File: src/vga_timing.sv
`timescale 1ns/1ps

module vga_timing #(
  parameter int h_sync  = 96,
  parameter int h_back  = 48,
  parameter int h_disp  = 640,
  parameter int h_front = 16,
  parameter int v_sync  = 2,
  parameter int v_back  = 33,
  parameter int v_disp  = 480,
  parameter int v_front = 10
) (
  input  logic clock,
  input  logic reset,
  input  logic enable,
  output logic hsync_raw,
  output logic vsync_raw,
  output logic active,
  output logic frame_start
);

  localparam int h_total = h_sync + h_back + h_disp + h_front;
  localparam int v_total = v_sync + v_back + v_disp + v_front;
  localparam int hw      = $clog2(h_total + 1);
  localparam int vw      = $clog2(v_total + 1);

  localparam logic [hw-1:0] h_last     = hw'(h_total - 1);
  localparam logic [hw-1:0] h_sync_end = hw'(h_sync);
  localparam logic [hw-1:0] h_act_lo   = hw'(h_sync + h_back);
  localparam logic [hw-1:0] h_act_hi   = hw'(h_sync + h_back + h_disp);

  localparam logic [vw-1:0] v_last     = vw'(v_total - 1);
  localparam logic [vw-1:0] v_sync_end = vw'(v_sync);
  localparam logic [vw-1:0] v_act_lo   = vw'(v_sync + v_back);
  localparam logic [vw-1:0] v_act_hi   = vw'(v_sync + v_back + v_disp);

  logic [hw-1:0] h_cnt;
  logic [vw-1:0] v_cnt;
  logic          line_end;
  logic          h_win;
  logic          v_win;

  // ########################################
  // counters
  // ########################################

  assign line_end = (h_cnt == h_last);

  always_ff @(posedge clock or posedge reset) begin
    if (reset) begin
      h_cnt <= '0;
      v_cnt <= '0;
    end else if (!enable) begin
      h_cnt <= '0; // parked at frame origin
      v_cnt <= '0;
    end else begin
      h_cnt <= line_end ? '0 : h_cnt + 1'b1;
      if (line_end) begin
        v_cnt <= (v_cnt == v_last) ? '0 : v_cnt + 1'b1;
      end
    end
  end

  // ########################################
  // window compares
  // ########################################

  assign h_win = (h_cnt >= h_act_lo) && (h_cnt < h_act_hi);
  assign v_win = (v_cnt >= v_act_lo) && (v_cnt < v_act_hi);

  assign hsync_raw   = !(enable && (h_cnt < h_sync_end)); // active low
  assign vsync_raw   = !(enable && (v_cnt < v_sync_end));
  assign active      = enable && h_win && v_win;
  assign frame_start = enable && (h_cnt == '0) && (v_cnt == '0);

endmodule

File: config.mk
export PLATFORM = sky130hd
export DESIGN_NAME = vga_timing
export DESIGN_NICKNAME = d
export VERILOG_FILES = /design/src/vga_timing.sv
export SDC_FILE = /design/constraint.sdc
export NUM_CORES = 1
export LEC_CHECK = 0
export BUFFER_PORTS_ARGS = -buffer_cell sky130_fd_sc_hd__buf_2
export CAP_MARGIN = 20
export CORE_MARGIN = 4
export CORE_UTILIZATION = 45
export CTS_BUF_LIST = sky130_fd_sc_hd__clkbuf_8 sky130_fd_sc_hd__clkbuf_16
export CTS_CLUSTER_DIAMETER = 40
export DETAILED_ROUTE_END_ITERATION = 12
export SLEW_MARGIN = 20
export SYNTH_ARGS = -nofsm -noshare
export SYNTH_HDL_FRONTEND = slang
export SYNTH_SLANG_ARGS = --single-unit
File: constraint.sdc
create_clock -name clock -period 4.29 [get_ports clock]
set_clock_uncertainty 0.2 [all_clocks]
set_input_delay 0.429 -clock clock [delete_from_list [all_inputs] [get_ports clock]]
set_output_delay 0.429 -clock clock [all_outputs]
set_load 0.005 [all_outputs]
---- After elaboration in Yosys (flattened, before gate mapping) ----
Index checks and enable logic that the tools add are counted.
storage, ports and cells
  flip-flop bits (word level) ............. 20
  input bits .............................. 3
  output and inout port bits .............. 4
  logic and storage cells ................. 30
operators by class
  add/subtract/negate cells ............... 2
  magnitude comparators ................... 6
  equality and inequality tests ........... 3
  mux-type cells .......................... 5
  reductions and logical operators ........ 12
operator list
  cell                   number
  $mux 10                5
  $add 10x1->10 const B  2
  $eq 10x10->1 const B   2
  $logic_not 10->1       2
  $lt 10x10->1 const B   2
  $ge 10x6->1 const B    1
  $ge 10x8->1 const B    1
  $lt 10x2->1 const B    1
  $lt 10x7->1 const B    1
  $logic_and 1x1->1      8
  $logic_not 1->1        2
  $ne 2x1->1 const B     1

---- Longest topological paths before layout ----
  word-level depth ........................ 4
  gate-level depth with buffers ........... 7
  mapped depth without buffers ............ 6

---- Least setup slack after synthesis ----
Ideal clock, no wire load.
  path kind ............................... reg2out
  from .................................... register v_cnt[0]
  to ...................................... output active
  arrival time ............................ 1.839 ns
  required time ........................... 3.661 ns
  slack ................................... 1.822 ns
  stages on the path, launching flop included .. 6
  buffers on the path ..................... 0
  cells stage by stage .................... dfrtp_1 -> ha_1 -> or4_4 -> a2111oi_0 -> a21oi_1 -> and3_1
between the ends
  word-level cells in the longest chain between the ends .. 3
  elaborated cells on any way between the ends .. 4
  those cells by class .................... order compare (2); reduce/logical (2)
ends and longest elaborated chain
  what                                         RTL line  source
  start: declaration                           38        logic [vw-1:0] v_cnt;
  start signal: assignment                     59        v_cnt <= (v_cnt == v_last) ? '0 : v_cnt + 1'b1;
  $ge 10x6->1 or $lt 10x10->1 (tied branches)  69        assign v_win = (v_cnt >= v_act_lo) && (v_cnt < v_act_hi);
  $logic_and 1x1->1 (*)                        69
  $logic_and 1x1->1 (*)                        73        assign active = enable && h_win && v_win;
  end: declaration                             18        output logic active,
Every way passes the cells marked *; elsewhere a longest branch is shown, timed or not.

---- Worst setup path after layout ----
Same ends and word-level chain as after synthesis.

==> impl_table.tex <==
\begin{tabular}{lr}
\hline
Metric & Value \\
\hline
\multicolumn{2}{l}{\textbf{Setup path}} \\
Setup crit end kind & output pin \\
Cell chain of the critical path & ha\_1, or4\_4, a2111oi\_0, a21oi\_1, and3\_1, buf\_2 \\
Standard cell with the maximum stage delay on the critical path & or4\_4 \\
Maximum cell stage delay along the critical path & 0.55 ns \\
Buf/Inv on CP & 1 \\
Cell family contributing the most delay on the critical path & simple AND/OR/NAND/NOR gates \\
CP required & 3.66 ns \\
Data arrival time of the critical path & 2.38 ns \\
Maximum fanout encountered on the critical timing path & 6 \\
Type of the worst setup path & reg -> out \\
Type of element launching the critical path & flop \\
\multicolumn{2}{l}{\textbf{Placement}} \\
DP Worst Slack & 1.58 ns \\
Half-perimeter wire length after detailed placement & 1810 um \\
Placed standard-cell area & 0.00129 mm\^{}2 \\
Count of port buffers added during placement & 6 \\
Routability-driven placement congestion ratio & 0.824 \\
\multicolumn{2}{l}{\textbf{Global routing}} \\
Global-route congestion overflow total & 0 \\
Total GRT Usage & 17.0\% \\
Vias in the first global route & 969 \\
Largest net degree at the start of global routing & 21 \\
Global-route wire length before repair & 4740 um \\
Initial antenna violation count & 0 \\
\multicolumn{2}{l}{\textbf{Status}} \\
Outcome & finished clean \\
\multicolumn{2}{l}{\textbf{Pwr}} \\
Relative contribution of sequential cells to total power & 52.9\% \\
Switching power & 0.0853 mW \\
Power share of the clock group & 39.2\% \\
Combinational group share of total power & 7.9\% \\
Power density relative to cell area & 275 mW/mm\^{}2 \\
Internal power component & 0.284 mW \\
Peak supply drop & 0.165 mV \\
Switching part of the total power & 23.1\% \\
Leakage Power & 0.554 nW \\
\multicolumn{2}{l}{\textbf{Finish}} \\
Final standard cell area without fillers & 0.00135 mm\^{}2 \\
Most common cell after layout, fill and taps aside & dfrtp\_1 \\
Most frequent cells in the layout & 20 x dfrtp\_1, 10 x inv\_1, 10 x nand3\_1 \\
Count of filler cells inserted in the layout & 252 \\
Area taken by multi-input logic gates & 677 um\^{}2 \\
Number of nets in the layout & 143 \\
Area Growth Syn to Fin & 7.61\% \\
FF/Latch Area & 500 um\^{}2 \\
Layout cells sized above 1 & 18.5\% \\
Antenna diode count & 0 \\
\multicolumn{2}{l}{\textbf{Clock network}} \\
CTS Buffer Depth & 2 \\
TritonCTS Sinks & 20 \\
Hold buffer count at CTS & 0 \\
Number of CTS-inserted buffers & 3 \\
Clock tree from TritonCTS & built \\
Clock transition at the registers of the reported paths & 0.08 ns \\
Clk root buf & clkbuf\_8 \\
Cells resized by post-CTS repair & 0 \\
CTS H-tree depth & 1 \\
Insertion delay to the later sink of the worst-skew pair & 0.25 ns \\
Post-CTS Setup Bufs & 0 \\
\multicolumn{2}{l}{\textbf{Drt}} \\
Detailed-route via count & 983 \\
Number of violations reported at the end of detailed-routing iteration 0 & 33 \\
Detail-routed net length per standard cell & 15.4 um \\
\# DRC & 0 \\
Router iterations before antenna repair & 4 \\
Aggregate routed wire length & 2540 um \\
Remaining antenna violation count & 0 \\
Via-per-instance ratio & 5.96 \\
\multicolumn{2}{l}{\textbf{Floorplan}} \\
Horiz. Die Dim & 60.7 um \\
Total Die Area & 0.00369 mm\^{}2 \\
Row count & 18 \\
Top-level port count & 7 \\
Starting density of the core & 48.7\% \\
Total core area & 0.00257 mm\^{}2 \\
Height of the die & 60.7 um \\
\multicolumn{2}{l}{\textbf{Job}} \\
Max Cap Viol & 0 \\
\multicolumn{2}{l}{\textbf{STA}} \\
Tightest slew margin relative to the limit & 49.7\% \\
Final number of setup-violating endpoints & 0 \\
Final WS setup & 1.28 ns \\
Final slew viol count & 0 \\
Slew at the pin with the worst max-slew slack & 0.753 ns \\
Final count of hold timing violations & 0 \\
Setup repair after global routing missed its margin & false \\
Total negative slack & 0 ns \\
Final critical path time including I/O delays and setup & 3.01 ns \\
Highest attainable clock frequency & 333 MHz \\
Period Utilization, post-route & 70.0\% \\
\multicolumn{2}{l}{\textbf{Synthesis}} \\
Synth async-reset ratio & 100\% \\
Warnings, synthesis & 0 \\
Most used flip-flop cell after synthesis & dfrtp\_1 \\
Unique masters post-synth & 38 \\
Register area share after synthesis & 40.0\% \\
Mean instance size in the synthesized netlist & 9.61 um\^{}2 \\
EDFF count, synth & 0 \\
Register bit count reported by yosys & 20 \\
Cell count after synthesis & 130 \\
Post-synth net total & 137 \\
Area of the mapped netlist & 0.00125 mm\^{}2 \\
\multicolumn{2}{l}{\textbf{Min path}} \\
Worst min-delay path class & in -> async \\
\hline
\end{tabular}
==> registers in the layout (all words and copies together), names as in the netlist <==
register / flops
h_cnt: 10
v_cnt: 10
==> power groups by stage <==
stage	Combinational [mW]	Sequential, mW	Clock, mW
6_report	0.0290	0.196	0.145
5_1_grt	0.0333	0.196	0.159
4_1_cts	0.0299	0.196	0.149
3_5_place_dp	0.0297	0.199	0
3_3_place_gp	0.0296	0.199	0
2_1_floorplan	0.0212	0.199	0
==> final cells by class <==
type | count | share of cell area (%)
multi-input cells | 94 | 50.3
well taps | 30 | 2.79
inverters | 10 | 2.79
clock buffers | 4 | 4.09
repair buffers | 7 | 2.79
flip-flops and latches | 20 | 37.2
==> metrics by stage <==
step           power [mW]  hold WS (ns)  std cells  util (%)
3_5_place_dp        0.229         0.299        161      50.2
5_1_grt             0.388         0.178        165      52.4
3_3_place_gp        0.229         0.302        161      50.2
2_1_floorplan       0.220         0.193        130         -
4_1_cts             0.375         0.131        165      52.4
6_report            0.369        0.0944        165      52.4
==> Yosys cell counts, types with 3 or more instances <==
cell      instances  area [um^2]
nor4_1            3         18.8
xnor2_1           4         35.0
nand2_1           8         30.0
a21oi_1           4         20.0
nand3_1          10         50.1
or3_1             3         18.8
o21ai_0           5         25.0
o211ai_1          4         30.0
inv_1            10         37.5
clkbuf_1          3         11.3
ha_1              4         50.1
o31ai_2           5         62.6
nand4_1           4         25.0
dfrtp_1          20          500
nor2_1            8         30.0
==> worst paths after layout <==
path                                       from                   end  slack, ns  cells past startpoint
max in group asynchronous                 reset  v_cnt[3]$_DFFE_PP0P_       3.32                      2
max reg2reg                v_cnt[6]$_DFFE_PP0P_  v_cnt[0]$_DFFE_PP0P_       1.91                      4
min in group clock           h_cnt[0]$_DFF_PP0_    h_cnt[0]$_DFF_PP0_       0.31                      1
min reg2reg                  h_cnt[0]$_DFF_PP0_    h_cnt[0]$_DFF_PP0_       0.31                      1
min                                       reset    h_cnt[6]$_DFF_PP0_       0.09                      2
max                        v_cnt[0]$_DFFE_PP0P_                active       1.28                      6
==> metal layers <==
layer	vias up	wire length, um	GRT usage, %
met5	-	0	0
met4	0	17	4.95
met3	2	132	2.55
met2	23	1160	24.7
met1	479	1230	25.9
li1	479	-	-
==> kinds of logic after synthesis <==
family,share of synthesized area [%]
AOI/OAI and AO/OA,18.3
muxes,1.90
and+or+nand+nor,25.7
DFF,40.0
xor gates and xnor gates,4.20
adders and majority gates,4.00
buffers and inverters,5.81
==> worst reg2reg max path: stages (launching register included) <==
cell,delay [ns]
dfrtp_1,0.47
or4_4,0.60
o31ai_4,0.35
nand2b_1,0.50
mux2i_2,0.13
No activity file was read; power rests on OpenSTA's default activity.
