File: src/vga_pkg.sv
package vga_pkg;

  // ########################################
  // apb slave
  // ########################################

  typedef enum logic [1:0] {
    idle   = 2'd0, // waiting for a setup phase
    access = 2'd1  // single access cycle, pready high
  } apb_state_t;

  localparam logic [31:0] ctrl_addr = 32'h211F_FFF4; // control register, bit 0 is enable

  // ########################################
  // pixel format
  // ########################################

  localparam int pixel_width  = 24; // packed rgb word
  localparam int colour_width = 8;  // per channel

  localparam int red_lsb   = 16; // red in 23:16
  localparam int green_lsb = 8;  // green in 15:8
  localparam int blue_lsb  = 0;  // blue in 7:0

endpackage

File: src/pixel_fetch.sv
`timescale 1ns/1ps

module pixel_fetch #(
  parameter int fb_depth = 307200,
  localparam int fb_addr_width = $clog2(fb_depth)
) (
  input  logic                              clock,
  input  logic                              reset,
  input  logic                              hsync_raw,
  input  logic                              vsync_raw,
  input  logic                              active,
  input  logic                              frame_start,
  input  logic [vga_pkg::pixel_width-1:0]   fb_rdata,
  output logic [fb_addr_width-1:0]          fb_raddr,
  output logic                              vga_hsync,
  output logic                              vga_vsync,
  output logic                              vga_valid,
  output logic [vga_pkg::colour_width-1:0]  vga_r,
  output logic [vga_pkg::colour_width-1:0]  vga_g,
  output logic [vga_pkg::colour_width-1:0]  vga_b
);

  localparam logic [fb_addr_width-1:0] last_addr = fb_addr_width'(fb_depth - 1);

  // ########################################
  // read address
  // ########################################

  always_ff @(posedge clock or posedge reset) begin
    if (reset) begin
      fb_raddr <= '0;
    end else if (frame_start) begin
      fb_raddr <= '0;
    end else if (active) begin
      fb_raddr <= (fb_raddr == last_addr) ? '0 : fb_raddr + 1'b1; // next pixel
    end
  end

  // sync and valid delayed to meet the memory read
  always_ff @(posedge clock or posedge reset) begin
    if (reset) begin
      vga_hsync <= 1'b1;
      vga_vsync <= 1'b1;
      vga_valid <= 1'b0;
    end else begin
      vga_hsync <= hsync_raw;
      vga_vsync <= vsync_raw;
      vga_valid <= active;
    end
  end

  assign vga_r = vga_valid ? fb_rdata[vga_pkg::red_lsb   +: vga_pkg::colour_width] : '0;
  assign vga_g = vga_valid ? fb_rdata[vga_pkg::green_lsb +: vga_pkg::colour_width] : '0;
  assign vga_b = vga_valid ? fb_rdata[vga_pkg::blue_lsb  +: vga_pkg::colour_width] : '0;

endmodule

File: config.mk
export PLATFORM = sky130hd
export DESIGN_NAME = pixel_fetch
export DESIGN_NICKNAME = d
export VERILOG_FILES = /design/src/vga_pkg.sv /design/src/pixel_fetch.sv
export SDC_FILE = /design/constraint.sdc
export NUM_CORES = 1
export LEC_CHECK = 0
export ABC_CLOCK_PERIOD_IN_PS = 4100
export BUFFER_PORTS_ARGS = -buffer_cell sky130_fd_sc_hd__buf_2
export CAP_MARGIN = 20
export CORE_UTILIZATION = 45
export CTS_CLUSTER_DIAMETER = 40
export DETAILED_ROUTE_END_ITERATION = 10
export PLACE_DENSITY = 0.83
export SETUP_SLACK_MARGIN = 0.05
export SLEW_MARGIN = 10
export SYNTH_ARGS = -nofsm -noshare
export SYNTH_HDL_FRONTEND = slang
export SYNTH_SLANG_ARGS = --single-unit
File: constraint.sdc
create_clock -name clock -period 4.1 [get_ports clock]
set_input_delay 0.205 -clock clock [delete_from_list [all_inputs] [get_ports clock]]
set_output_delay 0.205 -clock clock [all_outputs]
set_load 0.05 [all_outputs]
==> Yosys cells after proc, flatten, opt, wreduce, memory -nomap -nowiden <==
Cells that the tools add are included.
{ "totals": {"out_inout_bits": 46, "reg_bits": 22, "inputBits": 30, "elab_cells": 13} }
{ "op_classes": {"n_addsub": 1, "n_reduce_logical": 1, "mux": 6, "eq_ne": 1} }
{ "ops": {"columns": ["op", "n"], "rows": [
  ["2-to-1 mux 19 bit", 3],
  ["2-to-1 mux 8 bit", 3],
  ["adder 19 x 1 -> 19 bit, second input constant", 1],
  ["equality test 19 bit, second input constant", 1],
  ["nonzero test 2 bit", 1]
]} }

==> Depth between registers and ports, before layout <==
Gate-level depths: netlist of the first run.
{ "depth": {"ltp_word": 4, "depth_mapped": 6, "ltp_nobuf": 5} }

==> Worst setup path before layout of the first run <==
Ideal clock, no wire load.
{ "synth_timing": {"kind": "register -> register", "startpoint": "register fb_raddr[6]", "endpoint": "register fb_raddr[16]", "setup_slack_ps": 1836, "period_less_slack_ps": 2264, "arrival_time_ps": 2187, "path_buffers": 1, "setup_ps": 78, "stages_incl_launch_ff": 6, "cell_sequence": "dfrtp_1 -> nand4_2 -> or4_4 -> buf_6 -> or4_1 -> a21oi_1"} }
{ "synth_between": {"elab_chain_cells": 4} }
{ "synth_rtl": {"columns": ["item", "line_no", "source"], "rows": [
  ["start: declaration", "pixel_fetch.sv:14", "output logic [fb_addr_width-1:0] fb_raddr,"],
  ["start signal: assignment", "pixel_fetch.sv:35", "fb_raddr <= (fb_raddr == last_addr) ? '0 : fb_raddr + 1'b1;"],
  ["adder 19 x 1 -> 19 bit / equality test 19 bit (equally long branches)", "pixel_fetch.sv:35", null],
  ["2-to-1 mux 19 bit *", "pixel_fetch.sv:35", null],
  ["2-to-1 mux 19 bit *", "pixel_fetch.sv:34", "end else if (active) begin"],
  ["2-to-1 mux 19 bit *", "pixel_fetch.sv:32", "end else if (frame_start) begin"]
]} }
Mark *: on every way between the ends. The rest lies on a longest branch, timed or not. The select of a mux whose other input is x is not followed.
A chain may end at the register's enable or synchronous reset.

==> Worst setup path after layout of the first run <==
{ "layout_timing": {"startpoint": "register fb_raddr[6]", "endpoint": "register fb_raddr[14]"} }
Same word-level chain as after synthesis.

==> results of run 1 <==
## layout by cell type (no fill, tap or decap), drive strengths merged, types with 2 or more instances in the layout
master / instances
buf: 76
and2: 24
dfrtp: 20
nor2: 13
a21oi: 9
nand2: 8
inv: 7
xnor2: 7
nand3: 6
o31ai: 5
or4: 5
or3: 4
clkbuf: 4
o21ai: 3
xor2: 3
nor3: 3
o211ai: 2
nor4: 2
dlygate4sd3: 2
dfstp: 2
nand4: 2
## area by class of cell
type	instances	area, um2
Fill cell	228	872
Multi-Input combinational cell	102	646
Sequential cell	22	553
Timing Repair Buffer	78	403
Tap cell	30	37.5
Inverter	8	30.0
Clock buffer	4	26.3
## registers in the layout, summed over array words and instances, names as in the netlist
register   count
vga_valid      1
vga_vsync      1
vga_hsync      1
fb_raddr      19
## path summary, 6_finish.rpt
check	start	end	slack, ps
max	fb_raddr[6]	fb_raddr[14]	2040
max in group asynchronous	reset	fb_raddr[16]	3560
min reg2reg	fb_raddr[18]	fb_raddr[18]	580
min	reset	fb_raddr[8]	40
max reg2reg	fb_raddr[6]	fb_raddr[14]	2040
min in group clock	active	vga_valid	80
## report_power, final
group | internal (mW) | switching [mW]
Sequential | 0.221 | 0.00455
Combinational | 0.0296 | 0.0765
Clock | 0.0379 | 0.0635
Total | 0.288 | 0.145
## metrics by stage
step,utilization (%),instances
2_1_floorplan,-,137
3_3_place_gp,63.9,237
3_5_place_dp,63.9,237
4_1_cts,65.7,243
5_1_grt,66.0,244
6_report,66.0,244
## routing by layer
| metal | share of wire, % | track usage [%] | wire [um] | vias to the layer above |
|---|---|---|---|---|
| met5 | 0 | 0 | 0 | - |
| met4 | 0.76 | 7.26 | 23 | 0 |
| met3 | 7.6 | 4.17 | 230 | 4 |
| met2 | 48 | 38.2 | 1450 | 56 |
| met1 | 43 | 26.3 | 1310 | 552 |
| li1 | - | - | - | 624 |
## kinds of logic after synthesis
family                   after synthesis  share of synthesized area, %
adder cells (fa/ha/maj)                1                         0.995
flip-flops                            22                          44.0
AO/OA/AOI/OAI                         21                          10.9
XOR/XNOR                              10                          6.97
buffers and inverters                 13                          4.68
AND/OR/NAND/NOR                       70                          32.4
## timing repair
item / in CTS / in global routing
endpoints found under the hold margin: 2 / 0
hold buffers: 2 / 0
gates resized for setup: 0 / 0
==> out/qor.txt, run 1 <==
sequential area share after synthesis: 44.0%
Post-Syn Area: 1260 um2
Critical-path top delay cell: dfrtp_1
Synth cell types: 34
WP data required: 4290 ps
WHS: 39.7 ps
Initial Util: 49.0%
status: finished clean
Lkg Pwr: 0.869 nW
TritonRoute pass-1 iters: 4
top post-synthesis cells by area: dfrtp_1, and2_1, xnor2_1
first-pass GRT wire length: 4660 um
DP Worst Slack: 1750 ps
CP max FO: 11
buffers inserted by post-CTS timing repair: 0
post-synth top area cell: dfrtp_1
CP arrival: 2250 ps
class of the most critical setup path: register to register
max cap viols: 0
placed inst area: 1640 um2
num rows: 18
total grt overflow: 0
placer congestion estimate: 0.814
unrepaired setup endpoints after global routing: false
Reg2Reg Depth: 5
vias: 1236
Levels on crit path: 5
Worst-path clk slew: 120 ps
layout cells sized above 1: 40.2%
CTS root buf: clkbuf_4
pwr/cell area: 255 nW/um2
top-count cell post-synth: and2_1
crit path cell chain: nand4_2, or3_1, o31ai_2, buf_4, a21oi_1
largest delay contributor family on the critical path: simple AND/OR/NAND/NOR gates
post-route DRC violation count: 0
Die Footprint: 3010 um2
worst slew pin tran: 822 ps
Core ar.: 2570 um2
top cells by count, synth: and2_1, dfrtp_1, nor2_1
Final TNS setup: 0 ps
critical path capture point type: register
fraction of registers with async set/reset: 100%
layout overhead on the synthesized area: 34.8%
largest net degree at the start of global routing: 26
Synth Register Bits: 22
drt wl/cell: 12.4 um
Tcrit/Tclk final: 50.2%
CTS tree: yes
area fraction of the dominant cell type after synthesis: 39.8%
Tot GR Track Use: 21.7%
clock skew: 1.65 ps
die height: 54.9 um
Buf/Inv on CP: 1
die width: 54.9 um
Syn Inst Count: 137
antenna cells: 0
initial antenna violation count: 0
Pwr Total: 433 uW
Slew HR: 44.9%
Max Clock Freq: 0.485 GHz
net count after synthesis: 168
CP startpoint kind: register
Final #Nets: 246
vias per cell: 5.07
antenna viol nets, final: 0
final worst slack: 2040 ps
dpl hpwl: 2290 um
CTS sink cnt: 22
CTS Buf Count: 3
vias in the first global route: 1071
Post-synth EDFFs: 0
I/O pin total: 76
Initial DRC Count: 11
Critical Path Max Stage Delay: 490 ps
total routed wirelength: 3020 um
CTS H-tree lvls: 1
Synth Flop Type: dfrtp_1
Ys Warns: 0
final count of negative-setup-slack endpoints: 0
Max Buffers Root-to-Sink: 2
VDD IR-drop max: 219 uV
final std cell area, no fill: 1700 um2
Pins Over Slew Limit: 0
syn_area_per_cell: 9.18 um2
final hold violation count: 0
Final min period: 2060 ps
IO Port Bufs: 75
Clock Latency Late Sink: 300 ps
type of the tightest min-delay check: input pin to asynchronous set/reset pin
No activity file was read; power rests on OpenSTA's default activity.
==> inputs of run 2 (changes only) <==
--- a/config.mk
+++ b/config.mk
@@ -5,13 +5,13 @@
 export SDC_FILE = /design/constraint.sdc
 export NUM_CORES = 1
 export LEC_CHECK = 0
-export ABC_CLOCK_PERIOD_IN_PS = 4100
+export ABC_CLOCK_PERIOD_IN_PS = 1800
 export BUFFER_PORTS_ARGS = -buffer_cell sky130_fd_sc_hd__buf_2
 export CAP_MARGIN = 20
-export CORE_UTILIZATION = 45
+export CORE_UTILIZATION = 38
 export CTS_CLUSTER_DIAMETER = 40
 export DETAILED_ROUTE_END_ITERATION = 10
-export PLACE_DENSITY = 0.83
+export PLACE_DENSITY = 0.75
 export SETUP_SLACK_MARGIN = 0.05
 export SLEW_MARGIN = 10
 export SYNTH_ARGS = -nofsm -noshare
==> constraint.sdc (replaced) <==
create_clock -name clock -period 1.8 [get_ports clock]
set_input_delay 0.09 -clock clock [delete_from_list [all_inputs] [get_ports clock]]
set_output_delay 0.09 -clock clock [all_outputs]
set_load 0.05 [all_outputs]
==> out/qor.txt, run 2 (synthesis results as in run 1) <==
Buf/Inv on CP: 0
status: finished clean
vias: 1355
type of the tightest min-delay check: input pin to register
Die Footprint: 3540 um2
worst slew pin tran: 585 ps
class of the most critical setup path: register to register
largest delay contributor family on the critical path: simple AND/OR/NAND/NOR gates
initial antenna violation count: 0
first-pass GRT wire length: 4750 um
max cap viols: 0
vias per cell: 4.95
RR Startpoint: fb_raddr[9]
TritonRoute pass-1 iters: 4
drt wl/cell: 12.4 um
commonest non-fill, non-tap cells in the layout: buf_2, and2_1, nor2_1, dfrtp_2, buf_4
CTS H-tree lvls: 1
Pins Over Slew Limit: 0
antenna viol nets, final: 0
sw frac: 33.1%
crit path cell chain: nand4_4, or4_4, or4_1, a21oi_1
I/O pin total: 76
Max Buffers Root-to-Sink: 2
Final min period: 1780 ps
final std cell area, no fill: 1900 um2
Core Util, Final: 61.3%
Max Clock Freq: 0.563 GHz
WP data required: 2040 ps
layout cells sized above 1: 50.9%
clock share of power: 23.1%
Lkg Pwr: 0.931 nW
Critical-path top delay cell: or4_4
fill count: 288
CTS sink cnt: 22
placed inst area: 1760 um2
Critical Path Max Stage Delay: 590 ps
largest register by flop count: fb_raddr
sequential share of power: 51.1%
VDD IR-drop max: 407 uV
num rows: 20
Clock Latency Late Sink: 300 ps
die height: 59.5 um
CTS Buf Count: 3
final hold violation count: 0
Final TNS setup: 0 ps
Pwr Total: 999 uW
CP arrival: 2010 ps
unrepaired setup endpoints after global routing: true
Core ar.: 3100 um2
Tot GR Track Use: 17.7%
CP max FO: 6
HP Start: frame_start
max reg flops: 19
vias in the first global route: 1181
Initial DRC Count: 30
DP Worst Slack: 10.2 ps
post-route DRC violation count: 0
Slew HR: 60.8%
die width: 59.5 um
total grt overflow: 0
leading cell type in the layout, fill and taps excluded: buf_2
Comb power frac: 25.8%
final count of negative-setup-slack endpoints: 0
clock skew: 7.77 ps
placer congestion estimate: 0.746
pwr/cell area: 525 nW/um2
internal power: 668 uW
Tcrit/Tclk final: 98.7%
Final #Nets: 262
Critical Path Start: fb_raddr[9]
Initial Util: 40.5%
# placed instances: 260
final worst slack: 24.2 ps
Post-Layout Cell Count: 274
CTS root buf: clkbuf_4
IO Port Bufs: 75
dpl hpwl: 2410 um
largest net degree at the start of global routing: 26
total routed wirelength: 3410 um
antenna cells: 0
layout overhead on the synthesized area: 51.2%
switching power: 331 uW
critical path capture point type: register
CTS tree: yes
Worst-path clk slew: 120 ps
CP startpoint kind: register
WHS: 17.7 ps
[run 2: cell types whose count changed in the layout (fill, tap and decap cells not counted), sizes merged]
cell	before	now
buf	76	89
dlygate4sd3	2	4
or4	5	6
[run 2: routing by layer]
layer / vias up / track usage (%) / wire, um / part of all wire [%]
li1: 667 / - / - / -
met1: 613 / 19.0 / 1400 / 41
met2: 71 / 34.0 / 1660 / 49
met3: 4 / 3.71 / 325 / 9.5
met4: 0 / 5.98 / 19 / 0.56
met5: - / 0 / 0 / 0
[run 2: area by class of cell]
| type | instances | area (um2) | share of cell area, % |
|---|---|---|---|
| sequential | 22 | 569 | 29.9 |
| timing repair buffer | 93 | 528 | 27.8 |
| clock buffer | 4 | 26.3 | 1.38 |
| inverter | 8 | 30.0 | 1.58 |
| tap | 44 | 55.1 | 2.89 |
| multi-input combinational | 103 | 693 | 36.4 |
[run 2: path summary, 6_finish.rpt]
check / endpoint / slack, ps / cells after the start
max: fb_raddr[18] / 20 / 4
min: fb_raddr[2] / 20 / 2
max reg2reg: fb_raddr[18] / 20 / 4
max in group asynchronous: vga_vsync / 1160 / 4
min reg2reg: fb_raddr[5] / 590 / 2
min in group asynchronous: fb_raddr[10] / 360 / 4
[run 2: worst register-to-register path: cells and delay by family (launching register included)]
family,cells,cell delay [ps]
AND/OR/NAND/NOR,3,1160
flip-flops,1,410
AO/OA/AOI/OAI,1,150
[run 2: power by group through the flow]
stage	Clock, mW	Sequential [mW]	Combinational [mW]
4_1_cts	0.239	0.512	0.254
5_1_grt	0.258	0.512	0.276
6_report	0.231	0.511	0.258
3_3_place_gp	0	0.521	0.246
2_1_floorplan	0	0.543	0.148
3_5_place_dp	0	0.521	0.248
[run 2: what timing repair did]
action / 4_1_cts / 5_1_grt
gates cloned: 0 / 1
setup endpoints to repair: 4 / 16
gates resized for setup: 0 / 7
pin swaps: 1 / 3
endpoints found under the hold margin: 23 / 0
setup buffers: 3 / 2
hold buffers: 4 / 0
