==> config.mk <==
export PLATFORM = sky130hd
export DESIGN_NAME = apb_fb_regs
export DESIGN_NICKNAME = d
export VERILOG_FILES = /design/src/vga_pkg.sv /design/src/apb_fb_regs.sv
export SDC_FILE = /design/constraint.sdc
export NUM_CORES = 1
export LEC_CHECK = 0
export BUFFER_PORTS_ARGS = -buffer_cell sky130_fd_sc_hd__buf_2
export CORE_UTILIZATION = 24
export CTS_BUF_LIST = sky130_fd_sc_hd__clkbuf_2 sky130_fd_sc_hd__clkbuf_4 sky130_fd_sc_hd__clkbuf_8
export DETAILED_ROUTE_END_ITERATION = 6
export PLACE_DENSITY = 0.87
export RECOVER_POWER = 100
export REMOVE_ABC_BUFFERS = 1
export SKIP_CTS_REPAIR_TIMING = 1
export SLEW_MARGIN = 15
export SYNTH_ARGS = -nofsm -noshare
export SYNTH_HDL_FRONTEND = slang
export SYNTH_SLANG_ARGS = --single-unit
==> constraint.sdc <==
create_clock -name clock -period 1.4 [get_ports clock]
set_input_delay 0.07 -clock clock [delete_from_list [all_inputs] [get_ports clock]]
set_output_delay 0.07 -clock clock [all_outputs]
set_load 0.005 [all_outputs]
==> src/vga_pkg.sv <==
package vga_pkg;

  // ########################################
  // apb slave
  // ########################################

  typedef enum logic [1:0] {
    idle   = 2'd0, // waiting for a setup phase
    access = 2'd1  // single access cycle, pready high
  } apb_state_t;

  localparam logic [31:0] ctrl_addr = 32'h211F_FFF4; // control register, bit 0 is enable

  // ########################################
  // pixel format
  // ########################################

  localparam int pixel_width  = 24; // packed rgb word
  localparam int colour_width = 8;  // per channel

  localparam int red_lsb   = 16; // red in 23:16
  localparam int green_lsb = 8;  // green in 15:8
  localparam int blue_lsb  = 0;  // blue in 7:0

endpackage

==> src/apb_fb_regs.sv <==
`timescale 1ns/1ps

module apb_fb_regs #(
  parameter int fb_depth = 307200,
  localparam int fb_addr_width = $clog2(fb_depth)
) (
  input  logic                             clock,
  input  logic                             reset,
  input  logic [31:0]                      paddr,
  input  logic                             psel,
  input  logic                             penable,
  input  logic                             pwrite,
  input  logic [31:0]                      pwdata,
  output logic                             pready,
  output logic [31:0]                      prdata,
  output logic                             pslverr,
  output logic                             enable,
  output logic                             fb_we,
  output logic [fb_addr_width-1:0]         fb_waddr,
  output logic [vga_pkg::pixel_width-1:0]  fb_wdata
);

  vga_pkg::apb_state_t state;

  logic ctrl_hit;
  logic fb_hit;
  logic done;

  // ########################################
  // handshake
  // ########################################

  always_ff @(posedge clock or posedge reset) begin
    if (reset) begin
      state <= vga_pkg::idle;
    end else begin
      case (state)
        vga_pkg::idle: begin
          if (psel && !penable) begin
            state <= vga_pkg::access; // setup phase seen
          end
        end
        vga_pkg::access: begin
          state <= vga_pkg::idle; // never more than one wait-free access
        end
        default: begin
          state <= vga_pkg::idle;
        end
      endcase
    end
  end

  assign pready = (state == vga_pkg::access);
  assign done   = pready && psel && penable;

  // ########################################
  // decode
  // ########################################

  assign ctrl_hit = (paddr == vga_pkg::ctrl_addr);
  assign fb_hit   = !ctrl_hit && ({2'b00, paddr[31:2]} < 32'(fb_depth)); // word index

  assign pslverr = pready && psel && !ctrl_hit && !fb_hit;
  assign prdata  = (pready && !pwrite && ctrl_hit) ? {31'b0, enable} : 32'b0;

  always_ff @(posedge clock or posedge reset) begin
    if (reset) begin
      enable <= 1'b0;
    end else if (done && pwrite && ctrl_hit) begin
      enable <= pwdata[0];
    end
  end

  // framebuffer write lands on the completing edge
  assign fb_we    = done && pwrite && fb_hit;
  assign fb_waddr = paddr[fb_addr_width+1:2];
  assign fb_wdata = pwdata[vga_pkg::pixel_width-1:0]; // upper byte dropped

endmodule

After elaboration in Yosys (flattened, before gate mapping)
Cells that the tools add are included.
{ "word_totals": {"ff_bits": 3, "wordCells": 25} }
{ "classes": {"order_cmp": 1, "eq_ne": 3, "mux": 3, "n_reduce_logical": 16} }
{ "op_table": {"columns": ["operator", "n"], "rows": [
  ["$eq 32x30->1 const B", 1],
  ["$lt 30x19->1 const B", 1],
  ["$logic_and 1x1->1", 11],
  ["$logic_not 1->1", 4],
  ["$mux 2", 2],
  ["$eq 2x1->1 const B", 1],
  ["$logic_not 2->1", 1],
  ["$ne 2x2->1 const B", 1],
  ["$mux 1", 1]
]} }

Longest topological paths before layout
Gate-level depths: netlist of run 1.
{ "depth": {"depth_word": 5, "depth_mapped": 5, "ltp_nobuf": 5} }

Least setup slack after synthesis of run 1
OpenSTA, ideal clock, no wires.
{ "synth_path": {"path_type": "input-to-reg", "start": "in paddr[25]", "end": "reg enable", "setup_ps": 127, "arrival_ps": 1243, "required_time_ps": 1273, "path_slack_ps": 30, "path_stages": 5, "cell_sequence": "nor4_1 > nand3_1 > or3_4 > nor2_2 > mux2_1"} }
{ "synth_via": {"elab_chain_cells": 2} }
{ "synth_rtl": {"columns": ["element", "line_no", "source"], "rows": [
  ["from (decl)", "apb_fb_regs.sv:9", "input logic [31:0] paddr,"],
  ["$eq 32x30->1", "apb_fb_regs.sv:60", "assign ctrl_hit = (paddr == vga_pkg::ctrl_addr);"],
  ["$logic_and 1x1->1", "apb_fb_regs.sv:69", "end else if (done && pwrite && ctrl_hit) begin"],
  ["to (signal assigned)", "apb_fb_regs.sv:70", "enable <= pwdata[0];"],
  ["to (decl)", "apb_fb_regs.sv:17", "output logic enable,"]
]} }
No other way between the ends.
A chain may end at the register's enable or synchronous reset.

Final worst setup path of run 1
{ "layout_path": {"start": "reg state[0]", "end": "reg enable"} }
{ "layout_via": {"elab_chain_cells": 5} }
{ "layout_rtl": {"columns": ["element", "line_no", "source"], "rows": [
  ["from (decl)", "apb_fb_regs.sv:23", "vga_pkg::apb_state_t state;"],
  ["from (signal assigned)", "apb_fb_regs.sv:35", "state <= vga_pkg::idle;"],
  ["from (signal assigned)", "apb_fb_regs.sv:40", "state <= vga_pkg::access;"],
  ["from (signal assigned)", "apb_fb_regs.sv:44", "state <= vga_pkg::idle;"],
  ["$eq 2x1->1", "apb_fb_regs.sv:53", "assign pready = (state == vga_pkg::access);"],
  ["$logic_and 1x1->1 (2 in a row)", "apb_fb_regs.sv:54", "assign done = pready && psel && penable;"],
  ["$logic_and 1x1->1 (2 in a row)", "apb_fb_regs.sv:69", null]
]} }
No other way between the ends.

==> impl_metrics.toml, run 1 <==
[die]
die_area_um2 = 3490
io-pin-count = 148
start_util_pct = 25.4
rows = 20
die_w_um = 59.1
core-area_um2 = 3080
die_y_um = 59.1

[sta]
post-route-min-period_ps = 1330
finalSetupViolations = 0
rsz0062_at_grt = "no"
finClkSkew_ps = 0.179
fin_ws_ps = 67.3
max_freq_mhz = 750
period_share_pct = 95.2
slew_violations = 0
finalHoldViolations = 0
hold_ws_ps = 22.5

[place]
globalplace.congestion = 0.675
post-place-ws_ps = -146
port-buffer-count = 62
place_inst = 170
dp_hpwl_mm = 1.89

[synth]
ys_top_cells_by_count = "74 x buf_4, 4 x nand2_1, 4 x nor2_1"
synth-adder-area-share_pct = 0
ys_ff_latch = 2
synth-xor-area-share_pct = 0
synth_top_family_by_area = "buffers and inverters"
synth_top_cell_by_area = "buf_4"
synthFlopType = "dfrtp_1"
yosys_warnings = 0
synth_compound_area_share_pct = 3.84
netlist_area_um2 = 782
yosys-top-cells-area = "buf_4 71%, dfrtp_1 6.4%, nand4_1 2.4%"
synthSimpleGateAreaFrac_pct = 16.3
syn_avg_cell_area_um2 = 7.45
ys_types = 19
synth_mux_area_share_pct = 1.44
synth_top_area_share_pct = 71.0
synth_edf_count = 0
synthMostInstantiatedCell = "buf_4"
seq_area_frac_synth_pct = 6.40
synthArstFlopShare_pct = 100
netlist_instances = 105

[power_and_ir_drop]
cellPowerDensity_nw_per_um2 = 423
vdd_drop_max_uv = 390
p_sw_uw = 101
netSwitchingFraction_pct = 31.4
leakagePower_uw = 0.000424
pwr-share-comb_pct = 42.3
clkPwrFrac_pct = 38.8
seqPwrFrac_pct = 18.9
intPower_uw = 221

[global_route]
antenna_found_initial = 0
grt_pass1_vias = 469
gr-total-overflow = 0
grt_first_pass_wirelength_mm = 2.42
grtUsageTotal_pct = 10.9
grt_max_degree = 4

[critical_path]
worst-setup-path-type = "reg2reg"
r2r-start = "state[0]$_DFFE_PP0P_"
worstPathRequired_ps = 1500
cp-end-kind = "register"
crit_path_max_fanout = 2
arrival_ps = 1430
cp-startpoint = "state[0]$_DFFE_PP0P_"
start_kind = "register"

[clock_network]
path_clk_slew_ps = 30
cts.htree.levels = 1
cts_buffers = 3
cts_tree = "yes"
cts_max_path_buffers = 2
cts_root_buffer = "clkbuf_4"
clock-sinks = 2
clkLatencyLatePin_ps = 220

[routing]
drc = 0
num_vias = 657
drtPass1Iterations = 4
finalWirelength_mm = 2.13
drtIter0Drc = 10
viasPerCell = 3.78
wl_per_cell_um = 12.2
postRouteAntennaNets = 0

[final_layout]
stdcell_count = 174
drive_gt1_share_pct = 48.5
syn_to_final_growth_pct = -2.56
antenna_cells = 0
nets = 201

[hold_path]
min-delay-start = "penable"
hp-class = "in2reg"

[status]
outcome = "complete, no violations"

[job]
drv_cap = 0
## cells in the final DEF (no fill, tap or decap)
master / Yosys / routed
conb_1: 1 / 31
buf_4: 74 / 2
nor2_2: 1 / 1
nor3_1: 1 / 1
nor4_1: 3 / 1
inv_1: 1 / 1
nand4b_1: 2 / 2
nand2_1: 4 / 3
mux2_1: 1 / 1
dlygate4sd3_1: 0 / 1
buf_2: 0 / 52
nand3b_1: 1 / 1
nand3_1: 1 / 1
nor4_2: 0 / 2
nor2_1: 4 / 4
or3_4: 1 / 1
nor3b_1: 1 / 1
nand4_1: 3 / 3
clkbuf_1: 0 / 11
a21o_1: 1 / 1
a211o_1: 2 / 2
clkbuf_4: 0 / 3
a21oi_2: 0 / 1
nand2_2: 0 / 1
dfrtp_1: 2 / 2
## power groups by stage
stage          sequential, uW  clock [uW]  combinational (uW)
4_1_cts                  60.7         132                 137
3_5_place_dp             61.3           0                 137
3_3_place_gp             61.2           0                 135
5_1_grt                  60.8         138                 154
6_report                 60.9         125                 136
2_1_floorplan            62.0           0                32.7
## final cells by class
class                           instances  area, um2
Fill cell                             341       2320
Timing Repair Buffer                   66        327
Multi-Input combinational cell         58        304
Tap cell                               44       55.1
Sequential cell                         2       50.0
Clock buffer                            3       22.5
Inverter                                1       3.75
## layer usage
metal / GRT usage, % / part of all wire, %
met1: 6.71 / 25
met2: 15.4 / 46
met3: 14.2 / 26
met4: 7.14 / 1.0
met5: 11.1 / 2.4
## final timing paths
path | endpoint | slack, ps | depth (start not counted)
worst max-delay path | enable$_DFFE_PP0P_ | 70 | 4
worst min-delay path | state[0]$_DFFE_PP0P_ | 20 | 2
worst max register to register | enable$_DFFE_PP0P_ | 70 | 4
worst min register to register | enable$_DFFE_PP0P_ | 520 | 1
max in group asynchronous | enable$_DFFE_PP0P_ | 1040 | 3
min in group asynchronous | state[0]$_DFFE_PP0P_ | 250 | 3
## worst max-delay path, cell delays in order, from the launching register on
cell and delay [ps]:
dfrtp_1 340, nand2_1 70, or3_4 370, nor2_2 100
mux2_1 320
## kinds of logic after synthesis
logic type,after synthesis
AO/OA/AOI/OAI,4
buffers and inverters,75
flip-flops,2
multiplexers,1
other,1
AND/OR/NAND/NOR,22
## per-stage QoR
stage	TNS, ps	util (%)	total power, uW	area (um2)
floorplan	0	-	94.7	339
global placement	-113	23.6	196	727
detailed placement	-146	23.6	198	727
CTS	0	24.3	330	749
global route	0	24.8	353	762
finish	0	24.8	322	762
## flip-flops by register name (all words and copies together) (netlist names)
register	count
enable	1
state	1
(Power assumes the default switching activity.)
==> run 2, diff against run 1 <==
- CORE_ASPECT_RATIO: unset -> 0.6
- SLEW_MARGIN: 15 -> unset
==> impl_metrics.toml, run 2 (same netlist as run 1, synthesis figures left out) <==
[power_and_ir_drop]
leakagePower_uw = 0.000416
p_sw_uw = 110
vdd_drop_max_uv = 351
netSwitchingFraction_pct = 26.5
pwr-share-comb_pct = 31.9
seqPwrFrac_pct = 14.6
total_power_uw = 415
clkPwrFrac_pct = 53.6
cellPowerDensity_nw_per_um2 = 548
intPower_uw = 305

[global_route]
grt_first_pass_wirelength_mm = 2.70
grt_pass1_vias = 521
grt_max_degree = 4
grtUsageTotal_pct = 11.7
antenna_found_initial = 0
gr-total-overflow = 0

[sta]
fin_ws_ps = 19.4
finClkSkew_ps = 5.18
finalHoldViolations = 0
max_freq_mhz = 724
tns_ps = 0
finalSetupViolations = 0
post-route-min-period_ps = 1380
slew_violations = 0
period_share_pct = 98.6

[clock_network]
path_clk_slew_ps = 30
clock-sinks = 2
cts_tree = "yes"
cts_root_buffer = "clkbuf_8"
cts_buffers = 3
clkLatencyLatePin_ps = 210
cts.htree.levels = 1
cts_max_path_buffers = 2

[critical_path]
worstPathRequired_ps = 1330
start_kind = "input pin"
critPathBufInv = 2
cp_cell_sequence = "buf_2 -> a21o_1 -> a211o_1 -> a211o_1 -> a21oi_2 -> nor2_1 -> buf_2"
crit_path_max_fanout = 3
cp-end-kind = "primary output"
arrival_ps = 1310
max_stage_delay_ps = 330
crit_family = "compound AO/OA/AOI/OAI gates"
slowest_stage = "a211o_1"
worst-setup-path-type = "in2out"

[final_layout]
top_regs = "enable (1), state (1)"
syn_to_final_growth_pct = -3.04
drive_gt1_share_pct = 43.1
stdcell_count = 172
final_common_cell = "buf_2"
antenna_cells = 0
nets = 201
layout_common_cells = "48 x buf_2, 31 x conb_1, 15 x clkbuf_1"

[job]
drv_cap = 0

[routing]
drtIter0Drc = 21
wl_per_cell_um = 12.7
finalWirelength_mm = 2.19
viasPerCell = 3.60
postRouteAntennaNets = 0
drc = 0
drtPass1Iterations = 3
num_vias = 620

[hold_path]
hp-class = "in2reg"

[place]
place_inst = 167
post-place-ws_ps = -146
dp_hpwl_mm = 1.97
globalplace.congestion = 0.780
port-buffer-count = 62

[die]
die_y_um = 46.2
core-area_um2 = 2980
start_util_pct = 26.2
die_area_um2 = 3500
rows = 15
die_w_um = 75.7
io-pin-count = 148

[status]
outcome = "complete, no violations"
[run 2: cell count changes in the layout (fill, tap and decap cells not counted), sizes merged]
cell    before  now
clkbuf      14   18
buf         54   50
[run 2: cell type report]
type | instances | area, um2
Clock buffer | 3 | 41.3
Fill cell | 346 | 2230
Inverter | 1 | 3.75
Sequential cell | 2 | 50.0
Timing Repair Buffer | 66 | 322
Multi-Input combinational cell | 58 | 289
Tap cell | 42 | 52.6
[run 2: final timing paths]
check	start	endpoint	slack (ps)	depth (start not counted)
max	paddr[14]	pslverr	20	7
min	penable	state[0]$_DFFE_PP0P_	40	2
max reg2reg	state[0]$_DFFE_PP0P_	enable$_DFFE_PP0P_	90	4
min reg2reg	enable$_DFFE_PP0P_	enable$_DFFE_PP0P_	520	1
max in group asynchronous	reset	enable$_DFFE_PP0P_	1020	3
min in group asynchronous	reset	state[0]$_DFFE_PP0P_	260	3
[run 2: per-stage QoR]
| stage | util (%) | hold WS, ps | area, um2 |
|---|---|---|---|
| after floorplan | - | -189 | 339 |
| after global placement | 24.0 | -62.9 | 717 |
| after detailed placement | 24.0 | -70.4 | 717 |
| after CTS | 25.4 | -290 | 758 |
| after global routing | 25.4 | 41.4 | 758 |
| final | 25.4 | 38.2 | 758 |
[run 2: layer usage]
metal	global-route usage, %	wire length, um	share of wire (%)	up-vias
met5	12.7	55	2.5	-
met4	3.33	11	0.50	2
met3	13.8	476	22	4
met2	13.0	874	40	63
met1	12.4	767	35	263
li1	-	-	-	288
[run 2: power by group through the flow]
| stage | sequential, uW | combinational, uW | clock [uW] |
|---|---|---|---|
| after floorplan | 62.0 | 32.7 | 0 |
| after global placement | 61.1 | 134 | 0 |
| after detailed placement | 61.3 | 135 | 0 |
| after CTS | 60.5 | 135 | 229 |
| after global routing | 60.6 | 157 | 241 |
| final | 60.5 | 132 | 222 |
==> run 3, diff against run 2 <==
- CORE_MARGIN: unset -> 5
==> impl_metrics.toml, run 3 (same netlist as run 1, synthesis figures left out) <==
[die]
die_area_um2 = 4540
die_w_um = 83.7
io-pin-count = 148
die_y_um = 54.2
core-area_um2 = 3200
start_util_pct = 24.4
rows = 16

[clock_network]
cts_buffers = 3
cts_root_buffer = "clkbuf_8"
cts.htree.levels = 1
clkLatencyLatePin_ps = 210
clock-sinks = 2
cts_tree = "yes"
path_clk_slew_ps = 30
cts_max_path_buffers = 2

[routing]
drtIter0Drc = 5
num_vias = 634
viasPerCell = 3.62
drtPass1Iterations = 4
drc = 0
wl_per_cell_um = 13.3
postRouteAntennaNets = 0
finalWirelength_mm = 2.33

[critical_path]
r2r_slack_ps = 100
slowest_stage = "or3_4"
cp-end-kind = "register"
cp-startpoint = "state[0]$_DFFE_PP0P_"
start_kind = "register"
worst-setup-path-type = "reg2reg"
max_stage_delay_ps = 380
worstPathRequired_ps = 1480
reg2reg_to = "enable$_DFFE_PP0P_"
reg2reg_depth = 4
crit_path_max_fanout = 2
arrival_ps = 1390
cp_cell_sequence = "nand2_1 -> or3_4 -> nor2_2 -> mux2_1"
r2r-start = "state[0]$_DFFE_PP0P_"
cp-endpoint = "enable$_DFFE_PP0P_"

[power_and_ir_drop]
cellPowerDensity_nw_per_um2 = 547
total_power_uw = 419
clkPwrFrac_pct = 52.8
netSwitchingFraction_pct = 26.9
p_sw_uw = 113
leakagePower_uw = 0.000415
seqPwrFrac_pct = 14.4
vdd_drop_max_uv = 297
pwr-share-comb_pct = 32.7
intPower_uw = 307

[place]
dp_hpwl_mm = 2.06
port-buffer-count = 62
post-place-ws_ps = -142
place_inst = 171
globalplace.congestion = 0.719

[final_layout]
nets = 201
fillers = 372
drive_gt1_share_pct = 43.1
top_regs = "enable (1), state (1)"
syn_to_final_growth_pct = -1.92
layout_common_cells = "45 x buf_2, 31 x conb_1, 16 x clkbuf_1"
stdcell_count = 175
final_common_cell = "buf_2"
antenna_cells = 0

[sta]
max_freq_mhz = 767
hold_ws_ps = 46.6
post-route-min-period_ps = 1300
finalHoldViolations = 0
finalSetupViolations = 0
rsz0062_at_grt = "no"
fin_ws_ps = 95.4
period_share_pct = 93.2
finClkSkew_ps = 3.60
slew_violations = 0

[hold_path]
hp-class = "in2reg"

[status]
outcome = "complete, no violations"

[global_route]
grt_max_degree = 4
antenna_found_initial = 0
grt_pass1_vias = 523
grt_first_pass_wirelength_mm = 2.64
grtUsageTotal_pct = 8.03
gr-total-overflow = 0

[job]
drv_cap = 0
[run 3: critical path, delay by kind of cell (launching register included)]
family / cells / cell delay, ps
DFF: 1 / 320
muxes: 1 / 320
and+or+nand+nor: 3 / 540
[run 3: cell type report]
class                      instances  area, um2  share of cell area, %
multi-input combinational         58        295                   38.5
timing repair buffer              66        320                   41.8
tap                               45       56.3                   7.34
clock buffer                       3       41.3                   5.38
sequential                         2       50.0                   6.53
inverter                           1       3.75                  0.489
[run 3: metrics by stage]
stage / area [um2] / TNS (ps) / utilization (%)
5_1_grt: 767 / 0 / 23.9
3_3_place_gp: 728 / -91.6 / 22.7
4_1_cts: 769 / 0 / 24.0
6_report: 767 / 0 / 23.9
2_1_floorplan: 339 / 0 / -
3_5_place_dp: 728 / -142 / 22.7
[run 3: how the worst min path moves through the flow]
stage | from | end | slack, ps | cells after the start
floorplan | reset | enable$_DFFE_PP0P_ | -190 | 1
global placement | reset | state[0]$_DFFE_PP0P_ | -70 | 2
detailed placement | reset | state[0]$_DFFE_PP0P_ | -70 | 2
CTS | reset | enable$_DFFE_PP0P_ | -290 | 2
global route | penable | state[0]$_DFFE_PP0P_ | 50 | 2
finish | penable | state[0]$_DFFE_PP0P_ | 50 | 2
[run 3: per-layer routing]
| metal | global-route usage, % | share of wire (%) | up-vias |
|---|---|---|---|
| met3 | 10.4 | 21 | 2 |
| met4 | 1.60 | 0.043 | 2 |
| met2 | 9.76 | 46 | 66 |
| met1 | 7.70 | 31 | 275 |
| met5 | 6.82 | 1.7 | - |
| li1 | - | - | 289 |
[run 3: power groups by stage]
stage          Combinational (uW)  Clock (uW)  Sequential, uW
3_3_place_gp                  137           0            61.1
3_5_place_dp                  138           0            61.1
5_1_grt                       156         238            60.8
6_report                      137         222            60.5
4_1_cts                       138         229            60.6
2_1_floorplan                32.7           0            62.0
